===== src/common/evt_cfg.svh =====
`ifndef EVT_CFG_SVH
`define EVT_CFG_SVH

////////////////////
// Debounce

// Consecutive pressed cycles before a press counts
// Counter width follows from this, keep it a power of two
`define EVT_DEBOUNCE_CYCLES 16

////////////////////
// Event queue

// Event codes held before presses start to drop
`define EVT_FIFO_DEPTH 8

////////////////////
// Bus map

// First register of the event peripheral
// Four-byte window, low two address bits pick the register
`define EVT_BASE_ADDR 8'hD0

`endif


===== src/common/bus_pkg.sv =====
package bus_pkg;

  // Shared 8-bit address and data bus
  typedef logic [7:0] bus_addr_t;
  typedef logic [7:0] bus_data_t;

  // Register index inside a peripheral window
  typedef logic [1:0] reg_off_t;

  ////////////////////
  // Event peripheral registers

  // Read returns head event and pops it
  localparam reg_off_t REG_EVENT = 2'd0;
  // Read returns overflow flag and count
  localparam reg_off_t REG_STATUS = 2'd1;
  // Write with bit 0 set empties the queue
  localparam reg_off_t REG_CLEAR = 2'd2;

endpackage


===== src/common/evt_pkg.sv =====
package evt_pkg;

  // Button index, left 0 and right 1
  typedef logic [1:0] btn_id_t;

  // Sequence number, wraps after 64 presses
  typedef logic [5:0] evt_seq_t;

  // Event code, sequence on top, button below
  typedef logic [7:0] evt_code_t;

  // Queue occupancy, 0 up to depth
  typedef logic [3:0] fifo_cnt_t;

  // Raise/acknowledge interrupt pair
  typedef enum logic {
    IRQ_IDLE,
    IRQ_RAISED
  } irq_state_t;

  ////////////////////
  // Button indices

  localparam btn_id_t BTN_LEFT = 2'd0;
  localparam btn_id_t BTN_RIGHT = 2'd1;

endpackage


===== src/hw/btn_debounce.sv =====
`timescale 1ns/100ps
`include "evt_cfg.svh"

module btn_debounce (
  input  logic                CLK,
  input  logic                rst_n,
  input  logic                btn_l,
  input  logic                btn_r,
  output logic                evt_wr,
  output evt_pkg::evt_code_t  evt_code
);

  import evt_pkg::*;

  localparam int CNT_W = $clog2(`EVT_DEBOUNCE_CYCLES);
  // Counter stops here while the button stays down
  localparam logic [CNT_W-1:0] CNT_SAT = CNT_W'(`EVT_DEBOUNCE_CYCLES - 1);
  // Last step before saturation
  localparam logic [CNT_W-1:0] CNT_QUAL = CNT_W'(`EVT_DEBOUNCE_CYCLES - 2);

  // Index 0 is left, matches BTN_LEFT
  logic [1:0]       btn_in;
  logic [CNT_W-1:0] cnt [2];
  logic [1:0]       qual;
  // Right press waiting behind a left one
  logic             pend_r;
  evt_seq_t         seq;

  assign btn_in = {btn_r, btn_l};

  ////////////////////
  // Saturating counters

  always_ff @(posedge CLK) begin
    for (int i = 0; i < 2; i++) begin
      if (!rst_n || !btn_in[i]) begin
        // Release restarts the count
        cnt[i] <= '0;
      end else if (cnt[i] != CNT_SAT) begin
        cnt[i] <= cnt[i] + 1'b1;
      end
    end
  end

  // Single qualifying cycle per hold
  always_comb begin
    for (int i = 0; i < 2; i++) begin
      qual[i] = btn_in[i] && (cnt[i] == CNT_QUAL);
    end
  end

  ////////////////////
  // Arbitration and pulse

  always_ff @(posedge CLK) begin
    if (!rst_n) begin
      evt_wr <= 1'b0;
      pend_r <= 1'b0;
      seq    <= '0;
    end else begin
      evt_wr <= 1'b0;
      if (qual[0]) begin
        // Left wins, right parks in pending bit
        evt_wr <= 1'b1;
        pend_r <= pend_r | qual[1];
        seq    <= seq + 1'b1;
      end else if (pend_r || qual[1]) begin
        evt_wr <= 1'b1;
        pend_r <= 1'b0;
        seq    <= seq + 1'b1;
      end
    end
  end

  // Code payload, same priority as above
  always_ff @(posedge CLK) begin
    if (qual[0]) begin
      evt_code <= {seq, BTN_LEFT};
    end else if (pend_r || qual[1]) begin
      evt_code <= {seq, BTN_RIGHT};
    end
  end

endmodule


===== src/event_fifo/event_fifo.sv =====
`timescale 1ns/100ps
`include "evt_cfg.svh"

module event_fifo #(
  parameter int DEPTH = `EVT_FIFO_DEPTH
) (
  input  logic                CLK,
  input  logic                rst_n,
  input  logic                wr,
  input  evt_pkg::evt_code_t  wr_code,
  input  logic                rd,
  input  logic                clr,
  output evt_pkg::evt_code_t  head,
  output evt_pkg::fifo_cnt_t  count,
  output logic                ovf
);

  import evt_pkg::*;

  // Power-of-two depth, pointers wrap on their own
  localparam int PTR_W = $clog2(DEPTH);
  localparam fifo_cnt_t FULL_CNT = fifo_cnt_t'(DEPTH);

  evt_code_t        mem [DEPTH];
  logic [PTR_W-1:0] wr_ptr;
  logic [PTR_W-1:0] rd_ptr;
  logic             full;
  logic             wr_ok;

  assign full = (count == FULL_CNT);
  // A pop in the same cycle frees the slot
  assign wr_ok = wr && (!full || rd);

  // Oldest entry, valid while count is non-zero
  assign head = mem[rd_ptr];

  ////////////////////
  // Pointers and count

  always_ff @(posedge CLK) begin
    if (!rst_n || clr) begin
      wr_ptr <= '0;
      rd_ptr <= '0;
      count  <= '0;
      ovf    <= 1'b0;
    end else begin
      if (wr_ok) begin
        wr_ptr <= wr_ptr + 1'b1;
      end
      // Pop already gated on non-empty by the bus side
      if (rd) begin
        rd_ptr <= rd_ptr + 1'b1;
      end
      // Write plus pop leaves count alone
      if (wr_ok && !rd) begin
        count <= count + 1'b1;
      end else if (!wr_ok && rd) begin
        count <= count - 1'b1;
      end
      // Dropped write, sticky until clear
      if (wr && !wr_ok) begin
        ovf <= 1'b1;
      end
    end
  end

  ////////////////////
  // Storage

  always_ff @(posedge CLK) begin
    if (wr_ok) begin
      mem[wr_ptr] <= wr_code;
    end
  end

endmodule


===== src/bus_event_io/bus_event_io.sv =====
`timescale 1ns/100ps
`include "evt_cfg.svh"

module bus_event_io (
  input  logic                CLK,
  input  logic                rst_n,
  input  bus_pkg::bus_addr_t  bus_addr,
  input  bus_pkg::bus_data_t  bus_wdata,
  input  logic                bus_we,
  input  logic                bus_re,
  output bus_pkg::bus_data_t  bus_rdata,
  output logic                irq_raise,
  input  logic                irq_ack,
  output logic                fifo_rd,
  output logic                fifo_clr,
  input  evt_pkg::evt_code_t  fifo_head,
  input  evt_pkg::fifo_cnt_t  fifo_count,
  input  logic                fifo_ovf
);

  import bus_pkg::*;
  import evt_pkg::*;

  localparam bus_addr_t BASE = `EVT_BASE_ADDR;

  logic       hit;
  reg_off_t   off;
  logic       not_empty;
  bus_data_t  status;
  bus_data_t  rd_mux;
  irq_state_t state;

  ////////////////////
  // Address decode

  // Four-register window above the base
  assign hit = (bus_addr[7:2] == BASE[7:2]);
  assign off = bus_addr[1:0];

  assign not_empty = (fifo_count != '0);

  // Overflow in bit 7, count in the low nibble
  assign status = {fifo_ovf, 3'b000, fifo_count};

  // Pop with the read strobe, never on an empty queue
  assign fifo_rd = bus_re && hit && (off == REG_EVENT) && not_empty;
  // Bit 0 of the written byte requests the clear
  assign fifo_clr = bus_we && hit && (off == REG_CLEAR) && bus_wdata[0];

  ////////////////////
  // Read data

  always_comb begin
    rd_mux = '0;
    if (hit) begin
      case (off)
        REG_EVENT: rd_mux = not_empty ? fifo_head : '0;
        REG_STATUS: rd_mux = status;
        default: rd_mux = '0;
      endcase
    end
  end

  // Loaded on every read strobe, held otherwise
  always_ff @(posedge CLK) begin
    if (!rst_n) begin
      bus_rdata <= '0;
    end else if (bus_re) begin
      bus_rdata <= rd_mux;
    end
  end

  ////////////////////
  // Interrupt FSM

  always_ff @(posedge CLK) begin
    if (!rst_n) begin
      state <= IRQ_IDLE;
    end else begin
      case (state)
        IRQ_IDLE: begin
          // Raise once something is queued
          if (not_empty) begin
            state <= IRQ_RAISED;
          end
        end
        IRQ_RAISED: begin
          // Back to idle for at least a cycle
          if (irq_ack) begin
            state <= IRQ_IDLE;
          end
        end
        default: state <= IRQ_IDLE;
      endcase
    end
  end

  assign irq_raise = (state == IRQ_RAISED);

endmodule


===== src/hw/event_system.sv =====
`timescale 1ns/100ps
`include "evt_cfg.svh"

module event_system (
  input  logic                CLK,
  input  logic                rst_n,
  // Buttons
  input  logic                btn_l,
  input  logic                btn_r,
  // Bus
  input  bus_pkg::bus_addr_t  bus_addr,
  input  bus_pkg::bus_data_t  bus_wdata,
  input  logic                bus_we,
  input  logic                bus_re,
  output bus_pkg::bus_data_t  bus_rdata,
  // Interrupt pair
  output logic                irq_raise,
  input  logic                irq_ack
);

  import evt_pkg::*;

  ////////////////////
  // Internal wires

  // Producer to queue
  logic      evt_wr;
  evt_code_t evt_code;

  // Consumer to queue
  logic      fifo_rd;
  logic      fifo_clr;

  // Queue levels back to consumer
  evt_code_t fifo_head;
  fifo_cnt_t fifo_count;
  logic      fifo_ovf;

  ////////////////////
  // Button events

  btn_debounce debounce_i (
    .CLK      (CLK),
    .rst_n    (rst_n),
    .btn_l    (btn_l),
    .btn_r    (btn_r),
    .evt_wr   (evt_wr),
    .evt_code (evt_code)
  );

  ////////////////////
  // Event queue

  event_fifo #(
    .DEPTH (`EVT_FIFO_DEPTH)
  ) fifo_i (
    .CLK     (CLK),
    .rst_n   (rst_n),
    .wr      (evt_wr),
    .wr_code (evt_code),
    .rd      (fifo_rd),
    .clr     (fifo_clr),
    .head    (fifo_head),
    .count   (fifo_count),
    .ovf     (fifo_ovf)
  );

  ////////////////////
  // Bus peripheral

  bus_event_io bus_io_i (
    .CLK        (CLK),
    .rst_n      (rst_n),
    .bus_addr   (bus_addr),
    .bus_wdata  (bus_wdata),
    .bus_we     (bus_we),
    .bus_re     (bus_re),
    .bus_rdata  (bus_rdata),
    .irq_raise  (irq_raise),
    .irq_ack    (irq_ack),
    .fifo_rd    (fifo_rd),
    .fifo_clr   (fifo_clr),
    .fifo_head  (fifo_head),
    .fifo_count (fifo_count),
    .fifo_ovf   (fifo_ovf)
  );

endmodule


===== config.mk =====
export PLATFORM = sky130hd
export DESIGN_NAME = event_system
export DESIGN_NICKNAME = d
export VERILOG_FILES = /design/src/common/bus_pkg.sv /design/src/common/evt_pkg.sv /design/src/hw/btn_debounce.sv /design/src/event_fifo/event_fifo.sv /design/src/bus_event_io/bus_event_io.sv /design/src/hw/event_system.sv
export VERILOG_INCLUDE_DIRS = /design/src /design/src/common
export SDC_FILE = /design/constraint.sdc
export NUM_CORES = 1
export LEC_CHECK = 0
export ABC_CLOCK_PERIOD_IN_PS = 10100
export CAP_MARGIN = 20
export CORE_MARGIN = 4
export CORE_UTILIZATION = 65
export CTS_BUF_LIST = sky130_fd_sc_hd__clkbuf_8
export DETAILED_ROUTE_END_ITERATION = 16
export DONT_BUFFER_PORTS = 1
export PLACE_DENSITY = 0.91
export SLEW_MARGIN = 30
export SYNTH_ARGS = -nofsm -noshare
export SYNTH_HDL_FRONTEND = slang
export SYNTH_HIERARCHICAL = 1
export SYNTH_SLANG_ARGS = --single-unit

===== constraint.sdc =====
create_clock -name CLK -period 10.1 [get_ports CLK]
set_clock_uncertainty 0.15 [all_clocks]
set_input_delay 0 -clock CLK [delete_from_list [all_inputs] [get_ports CLK]]
set_output_delay 0 -clock CLK [all_outputs]
set_load 0.02 [all_outputs]

== Word level (Yosys, flattened, before mapping) ==
Memories as Yosys holds them, arrays and structs flattened. A register that Yosys moved wholly into a read port is not among the register bits.
Cells that the tools add are included.
Cells by class
  multiplexer cells: 32
  $add $sub $neg: 7
  reduce and logical (&&, ||, !) cells: 27
  bitwise gates (word level): 4
  eq/ne operators: 8
Operator list (number)
  $mux 8: 4
  $mux 1: 18
  $mux 4: 4
  $pmux 8 s2: 1
  $add 4x1->4 const B: 3
  $eq 4x4->1 const B: 3
  $logic_and 1x1->1: 12
  $mux 6: 2
  $ne 4x4->1 const B: 2
  $add 3x1->3 const B: 2
  $add 6x1->6 const B: 1
  $eq 6x6->1 const B: 1
  $logic_not 1->1: 6
  $mux 3: 2
  $logic_or 1x1->1: 5
  $reduce_bool 2->1: 2
  $reduce_bool 4->1: 1
  $sub 4x1->4 const B: 1
  $or 1x1->1: 3
  $eq 2x1->1 const B: 1
  $eq 2x2->1 const B: 1
  $logic_not 2->1: 1
  $pmux 1 s2: 1
  $not 1->1: 1
Storage, ports and cells
  input port bits: 23
  memories kept: 2
  output and inout port bits: 9
  word-level logic and storage cells: 91
  bits in registers: 35
  memory bits (writable): 64
Memory list
  fifo_i.mem: depth 8, bits a word 7, read ports 1, clocked after memory_dff 1, wr ports 1, RTL line event_fifo.sv:24  | evt_code_t mem [DEPTH];
  debounce_i.cnt: depth 2, bits a word 4, read ports 2, clocked after memory_dff 0, wr ports 2, RTL line btn_debounce.sv:23  | logic [CNT_W-1:0] cnt [2];

== Longest topological paths before layout ==
Gate-level depths: netlist of run 1.
  depth after elaboration: 10
  gate-level depth with buffers: 12

== Hierarchy ==
The synthesis of run 1 kept the hierarchy.
Modules (own cells, without submodules)
  event_fifo: cells each 168, seq. area each 2202.1 µm², instances 1, area each 3135.5 µm²
  btn_debounce: cells each 106, seq. area each 600.6 µm², instances 1, area each 1182.4 µm²
  bus_event_io: cells each 50, seq. area each 180.2 µm², instances 1, area each 457.9 µm²

== Least setup slack after synthesis of run 1 ==
Ideal clock, no wire load.
  path type: input -> register
  start: in bus_addr[3]
  end: reg fifo_i.count[3]
  slack: 6703 ps
  path buffers: 0
  data arrival time: 3126 ps
  stages on the path: 12
  path through: or4b_4 > or3_1 > nor3_1 > nor4_2 > a21boi_2 > ha_1 > inv_1 > ha_1 > a21oi_1 > a211oi_1 > a31oi_1 > mux2_2
Between the ends
  word-level cells in the longest chain between the ends: 9
Ends and longest elaborated chain
  from (decl): RTL line event_system.sv:11  | input bus_pkg::bus_addr_t bus_addr,
  $eq 6x6->1 *: RTL line bus_event_io.sv:37  | assign hit = (bus_addr[7:2] == BASE[7:2]);
  $logic_and 1x1->1 * (3 in series): RTL line bus_event_io.sv:46  | assign fifo_rd = bus_re && hit && (off == REG_EVENT) && not_empty;
  net fifo_rd: RTL line event_system.sv:31  | logic fifo_rd;
  $logic_or 1x1->1 *: RTL line event_fifo.sv:32  | assign wr_ok = wr && (!full || rd);
  $logic_and 1x1->1 *: RTL line event_fifo.sv:32
  net fifo_i.wr_ok: RTL line event_fifo.sv:28  | logic wr_ok;
  $logic_not 1->1: RTL line event_fifo.sv:57  | end else if (!wr_ok && rd) begin
  $logic_and 1x1->1: RTL line event_fifo.sv:57
  $reduce_bool 2->1 (no line)
  to (signal assigned): RTL line event_fifo.sv:56  | count <= count + 1'b1;
  to (signal assigned): RTL line event_fifo.sv:58  | count <= count - 1'b1;
  to (decl): RTL line event_fifo.sv:14  | output evt_pkg::fifo_cnt_t count,
The timed path passes the listed nets; every way through them passes the cells marked *.
A chain may end at the register's enable or synchronous reset.

== Worst setup path in the final report of run 1 ==
  start: in bus_addr[5]
  end: reg fifo_i.count[3]
Same word-level chain as after synthesis.

==> results of run 1 <==
==> final cells by class <==
cell class,count,area (sq um)
multi-input combinational,190,1660
antenna,1,2.50
tap,96,120
timing repair buffer,17,165
clock buffer,10,138
sequential,110,2980
clock inverter,6,103
fill,425,1780
inverter,10,37.5
==> layer usage <==
metal	vias up	part of all wire, %
met1	1336	39
li1	1267	-
met2	85	53
met4	0	1.9
met3	17	6.1
met5	-	0
==> logic make-up (layout without fill, tap and decap cells) <==
family | after synthesis | after routing
compound gates | 33 | 33
xor+xnor | 7 | 7
flops | 110 | 110
mux | 33 | 33
buf+inv | 24 | 43
other cells | 1 | 2
fa+ha+maj | 11 | 11
simple gates | 105 | 105
==> cell usage after synthesis (all sizes together) (4+ instances only) <==
| library cell | number | area [sq um] |
|---|---|---|
| o211ai | 5 | 37.5 |
| mux4 | 16 | 413 |
| edfxtp | 78 | 2340 |
| dfxtp | 32 | 641 |
| xor2 | 4 | 35.0 |
| buf | 10 | 83.8 |
| nor3 | 5 | 30.0 |
| mux2i | 8 | 80.1 |
| a21oi | 6 | 30.0 |
| inv | 10 | 37.5 |
| clkbuf | 4 | 15.0 |
| nand2 | 22 | 85.1 |
| o21ai | 9 | 75.1 |
| nand4 | 7 | 50.1 |
| nand2b | 7 | 43.8 |
| mux2 | 9 | 101 |
| and2 | 5 | 31.3 |
| ha | 10 | 125 |
| nand3 | 8 | 45.0 |
| nor2 | 30 | 113 |
==> flip-flops by register name, summed over array words and instances, names as in the netlist, 3 cells and up, named ones only <==
| name | flops |
|---|---|
| debounce_i/cnt | 8 |
| fifo_i/mem | 64 |
| debounce_i/seq | 6 |
| fifo_i/rd_ptr | 3 |
| bus_io_i/bus_rdata | 8 |
| debounce_i/evt_code | 7 |
| fifo_i/wr_ptr | 3 |
| fifo_i/count | 4 |
==> stage by stage <==
step	setup slack [ns]	instances	hold slack, ns	cell area (sq um)	total power, mW
after floorplan	6.70	324	-0.0552	4780	0.496
after global placement	6.42	408	-0.0522	4810	0.495
after detailed placement	6.23	408	-0.0385	4810	0.496
after CTS	6.12	439	0.00820	5200	0.799
after global routing	5.91	439	0.0398	5200	0.822
final	6.07	440	0.0201	5200	0.792
==> worst paths after layout <==
kind | from | to | slack, ns | depth (start not counted)
worst max-delay path | bus_addr[5] | fifo_i/count[3] | 6.07 | 13
worst min-delay path | bus_addr[7] | register | 0.02 | 5
worst max register to register | fifo_i/count[1] | fifo_i/count[3] | 6.33 | 12
worst min register to register | fifo_i/wr_ptr[0] | fifo_i/wr_ptr[0] | 0.37 | 2
==> power by group <==
group          switching (mW)  leakage [nW]  internal [mW]
logic                 0.00749         0.611        0.00525
registers            0.000874         0.892          0.478
clock network           0.131         0.129          0.169
==> cell usage in the layout, fill, tap and decap left out, drive strengths merged, types with 6 or more instances in the layout <==
| cell type | netlist | final |
|---|---|---|
| nand2b | 7 | 7 |
| nor2 | 30 | 30 |
| edfxtp | 78 | 78 |
| dlygate4sd3 | 0 | 15 |
| nand3 | 8 | 8 |
| mux2i | 8 | 8 |
| nand4 | 7 | 7 |
| mux2 | 9 | 9 |
| a21oi | 6 | 6 |
| o21ai | 9 | 9 |
| dfxtp | 32 | 32 |
| inv | 10 | 12 |
| clkbuf | 4 | 10 |
| ha | 10 | 10 |
| nand2 | 22 | 22 |
| mux4 | 16 | 16 |
==> worst register-to-register path, stage by stage, from the launching register on <==
cell      delay, ns
dfxtp_1        0.51
or4_1          0.25
nand2_1        0.08
nor3_1         0.57
nor4_2         0.15
a21boi_2       0.36
ha_1           0.24
inv_1          0.09
ha_1           0.33
a21oi_1        0.25
a211oi_1       0.16
a31oi_1        0.19
mux2_2         0.36
==> results.toml, run 1 <==
[yosys]
ys_ff_latch = 110
synth_top_family_by_area = "multiplexers"
synth_edf_count = 78
postSynth.asyncResetShare_pct = 0
synth.lib_cells_used.distinct = 54
xor_xnor_cell_area_share_of_the_yosys_netlist_pct = 1.28
netlist_instances = 324
synth.cell_area_sq_um = 4780
ys.flop_type = "edfxtp_1"
synth_mux_area_share_pct = 12.4
avg_synthesized_cell_area_sq_um = 14.7
synthAdderAreaFrac_pct = 3.04
post_synthesis_share_of_cell_area_spent_on_and_or_nand_and_nor_gates_pct = 12.2
synth.yosys.warnings = 6
syn_nets = 358
synth_compound_gate_area_share_pct = 5.66
seq_area_frac_synth_pct = 62.5

[grt]
track_usage_pct = 21.5
grt_max_degree = 25
first_global_vias = 2767
grt_antenna_before_repair = 0
gr-usage-met2_pct = 38.2
wire_length_of_the_first_global_routing_pass_um = 14000
grt.overflow.total = 0
grt-busiest-layer = "met2"
groute.layer.met1.usage_pct = 25.8
grt_use_met3_pct = 3.85

[detailed_routing]
first_iter_violations = 165
antenna_violating_nets_left = 0
drt_first_pass_iters = 5
drt-wirelength-per-cell_um = 19.3
viasPerCell = 6.15
drc = 0
routed_wire_length_um = 8500
routed-via-count = 2705

[clock_tree]
postCtsSetupRepairBufs = 0
clkLatencyLatePin_ns = 0.36
tritoncts = "yes"
ctsLongestPathBuffers = 2
cts-htree-levels = 3
clock_transition_at_the_register_clock_pins_on_the_worst_setup_and_hold_paths_after_cts_ns = 0.09
cts_resized = 0
post_cts_hold_buffer_count = 15
cts-root-buf = "clkbuf_8"
clkSinkCount = 110
cts_made_buffers = 9

[layout]
area.growth.synth_to_final_pct = 8.99
final_nets = 372
drive_gt1_share_pct = 14.3
finalCoreUtilization_pct = 74.6

[setup_path]
crit_path_max_incr_delay_ns = 0.61
critical_path_peak_fanout = 7
worstPathCellList = "dlygate4sd3_1, or4b_4, or3_1, nor3_1, nor4_2, a21boi_2, ha_1, inv_1, ha_1, a21oi_1, a211oi_1, a31oi_1, mux2_2"
timing.critical_path.arrival_ns = 4.14
timing.critical_path.required_ns = 10.20
setup.worst_path.start_class = "input pin"
worst_path_dominant_cell_family = "simple AND/OR/NAND/NOR gates"
critPathKind = "input pin to register"
cp_slowest_cell = "nor3_1"
critPathBufInv = 2
worst_setup_ep_type = "register"
cpMostUsedCell = "ha_1"

[floorplan]
floorplan.rows = 30
fp.dieW_um = 93.7
die_height_um = 93.7
floorplan.io_pins = 32
placeableCoreArea_sq_um = 6980
dieArea_sq_um = 8780
start_util_pct = 68.4

[sta]
number_of_setup_violations_in_the_final_report = 0
timing.final.hold_violations = 0
slew_headroom_pct = 35.8
maxSlewViolCount = 0
rsz_0062_raised_after_global_routing = "no"
worstMarginPinSlew_ns = 0.960
achievable-frequency_mhz = 248
finalSetupTns_ns = 0
post-route-period-util_pct = 39.9
fin_crit_ns = 4.03

[run]
cap_viol_max_count = 0

[pwr]
power.density_nw_per_um2 = 152
vdd.ir_drop.worst_v = 0.0000869
leakage_nw = 1.63

[placed_design]
globalplace.congestion = 0.761
port_buffers = 0
hpwl_um = 5600

[hold_path]
min_path_type = "input pin to register"

[outcome]
outcome = "complete, no violations"
Note: power is estimated with default switching activity, not from simulation.
==> run 2: changes to the inputs <==
ABC_CLOCK_PERIOD_IN_PS = 3580   (was 10100)
CORE_UTILIZATION = 59   (was 65)
PLACE_DENSITY = 0.88   (was 0.91)
clock period = 3.58 ns   (was 10.1 ns; I/O delays follow)
==> run 2 against run 1 <==
Combinational power increased to 2.8 times the previous value. First-iteration DRC count decreased by 35%. Register-to-register slack got worse by 6.1 ns. Critical path depth unchanged. Routed wire length about the same.
==> results.toml, run 2 (same netlist as run 1, synthesis figures left out) <==
[grt]
wire_length_of_the_first_global_routing_pass_um = 13900
grt.overflow.total = 0
grt_antenna_before_repair = 0
track_usage_pct = 18.7
grt_max_degree = 25
first_global_vias = 2762

[layout]
most-common-layout-cells = "edfxtp_1 (78), dfxtp_1 (32), nor2_1 (30), nand2_1 (21), dlygate4sd3_1 (16)"
insertedDiodeCount = 0
largest_regs = "fifo_i/mem: 64 flops, bus_io_i/bus_rdata: 8 flops, debounce_i/cnt: 8 flops"
layout.cells.most_common = "edfxtp_1"
final_nets = 381
largest_reg_flops = 64
fill_cells = 548
drive_gt1_share_pct = 15.9
top_register = "fifo_i/mem"
area.growth.synth_to_final_pct = 9.48
fin_cells = 454

[setup_path]
critical_path_peak_fanout = 4
timing.critical_path.arrival_ns = 3.51
critPathKind = "input pin to register"
worst_setup_ep_type = "register"
setup.worst_path.start_class = "input pin"
timing.critical_path.required_ns = 3.69

[detailed_routing]
drc = 0
antenna_violating_nets_left = 0
drt-wirelength-per-cell_um = 18.7
drt_first_pass_iters = 4
viasPerCell = 5.96
first_iter_violations = 108
routed-via-count = 2704
routed_wire_length_um = 8500

[hold_path]
min_path_type = "input pin to register"

[sta]
finalSetupTns_ns = 0
number_of_setup_violations_in_the_final_report = 0
rsz_0062_raised_after_global_routing = "no"
hold_slack_ns = 0.0469
slew_headroom_pct = 39.0
timing.final.hold_violations = 0
maxSlewViolCount = 0
achievable-frequency_mhz = 295
worstMarginPinSlew_ns = 0.911
fin_crit_ns = 3.39
post-route-period-util_pct = 94.8

[clock_tree]
cts_made_buffers = 9
clock_transition_at_the_register_clock_pins_on_the_worst_setup_and_hold_paths_after_cts_ns = 0.10
tritoncts = "yes"
clkLatencyLatePin_ns = 0.36
cts-htree-levels = 3
cts_resized = 0
clkSinkCount = 110
ctsLongestPathBuffers = 2
cts-root-buf = "clkbuf_8"

[floorplan]
placeableCoreArea_sq_um = 7810
floorplan.io_pins = 32
die_height_um = 98.0
floorplan.rows = 32
dieArea_sq_um = 9600
fp.dieW_um = 98.0
start_util_pct = 61.2

[placed_design]
hpwl_um = 5650
port_buffers = 0
globalplace.congestion = 0.838
placedCellCount = 422

[pwr]
power.density_nw_per_um2 = 401
vdd.ir_drop.worst_v = 0.000307
leakage_nw = 1.67

[run]
cap_viol_max_count = 0

[outcome]
outcome = "complete, no violations"
-- run 2: changes by cell type in the layout (fill, tap and decap cells not counted), sizes merged --
cell / before / now
buf: 2 / 10
clkinv: 1 / 4
bufinv: 3 / 1
clkinvlp: 0 / 2
inv: 12 / 10
clkbuf: 10 / 9
diode: 1 / 0
dlygate4sd3: 15 / 16
-- run 2: power breakdown --
part           leakage, nW  internal [mW]  switching, mW
combinational        0.667         0.0141         0.0215
clock               0.0880          0.318          0.392
sequential           0.911           1.35        0.00248
-- run 2: per-stage QoR --
step	total power, mW	instance area (sq um)	setup WS (ns)	utilization [%]
final	2.10	5230	0.188	67.0
after global routing	2.17	5230	0.0262	67.0
after CTS	2.11	5230	0.176	67.0
after detailed placement	1.40	4880	0.223	62.5
after global placement	1.40	4880	0.349	62.5
after floorplan	1.40	4780	0.183	-
-- run 2: what timing repair did --
action | in CTS | in global routing
hold endpoints to repair | 48 | 0
hold buffers | 16 | 0
buffers inserted | 0 | 0
endpoints found under the setup margin | 0 | 1
-- run 2: critical path, stage by stage --
cell and delay [ns]:
dlygate4sd3_1 0.53, or4b_4 0.52, or3_1 0.37, nor3_1 0.31, nor4_2 0.11, a21boi_2 0.18
ha_1 0.19, inv_1 0.09, ha_1 0.33, a21oi_1 0.22, a211oi_1 0.12, a31oi_1 0.18
mux2_2 0.35
-- run 2: worst paths after layout --
path | slack [ns] | to | cells past startpoint | from
max reg2reg | 0.21 | fifo_i/count[3] | 12 | fifo_i/count[0]
min | 0.05 | register | 5 | bus_addr[1]
min reg2reg | 0.34 | fifo_i/ovf | 2 | fifo_i/ovf
max | 0.19 | fifo_i/count[3] | 13 | bus_addr[5]
-- run 2: metal layers --
layer	up-vias	share of wire [%]	track usage (%)
li1	1277	-	-
met1	1331	39	21.9
met2	84	54	33.9
met3	12	5.1	4.29
met4	0	1.7	6.18
met5	-	0	0
-- run 2: final cells by class --
cell class,count,area (sq um),share of cell area (%)
flip-flops and latches,110,2980,57.0
multi-input cells,190,1660,31.7
repair buffers,26,235,4.50
well taps,102,128,2.44
clock buffers,9,124,2.37
clock inverters,7,65.1,1.24
inverters,10,37.5,0.718
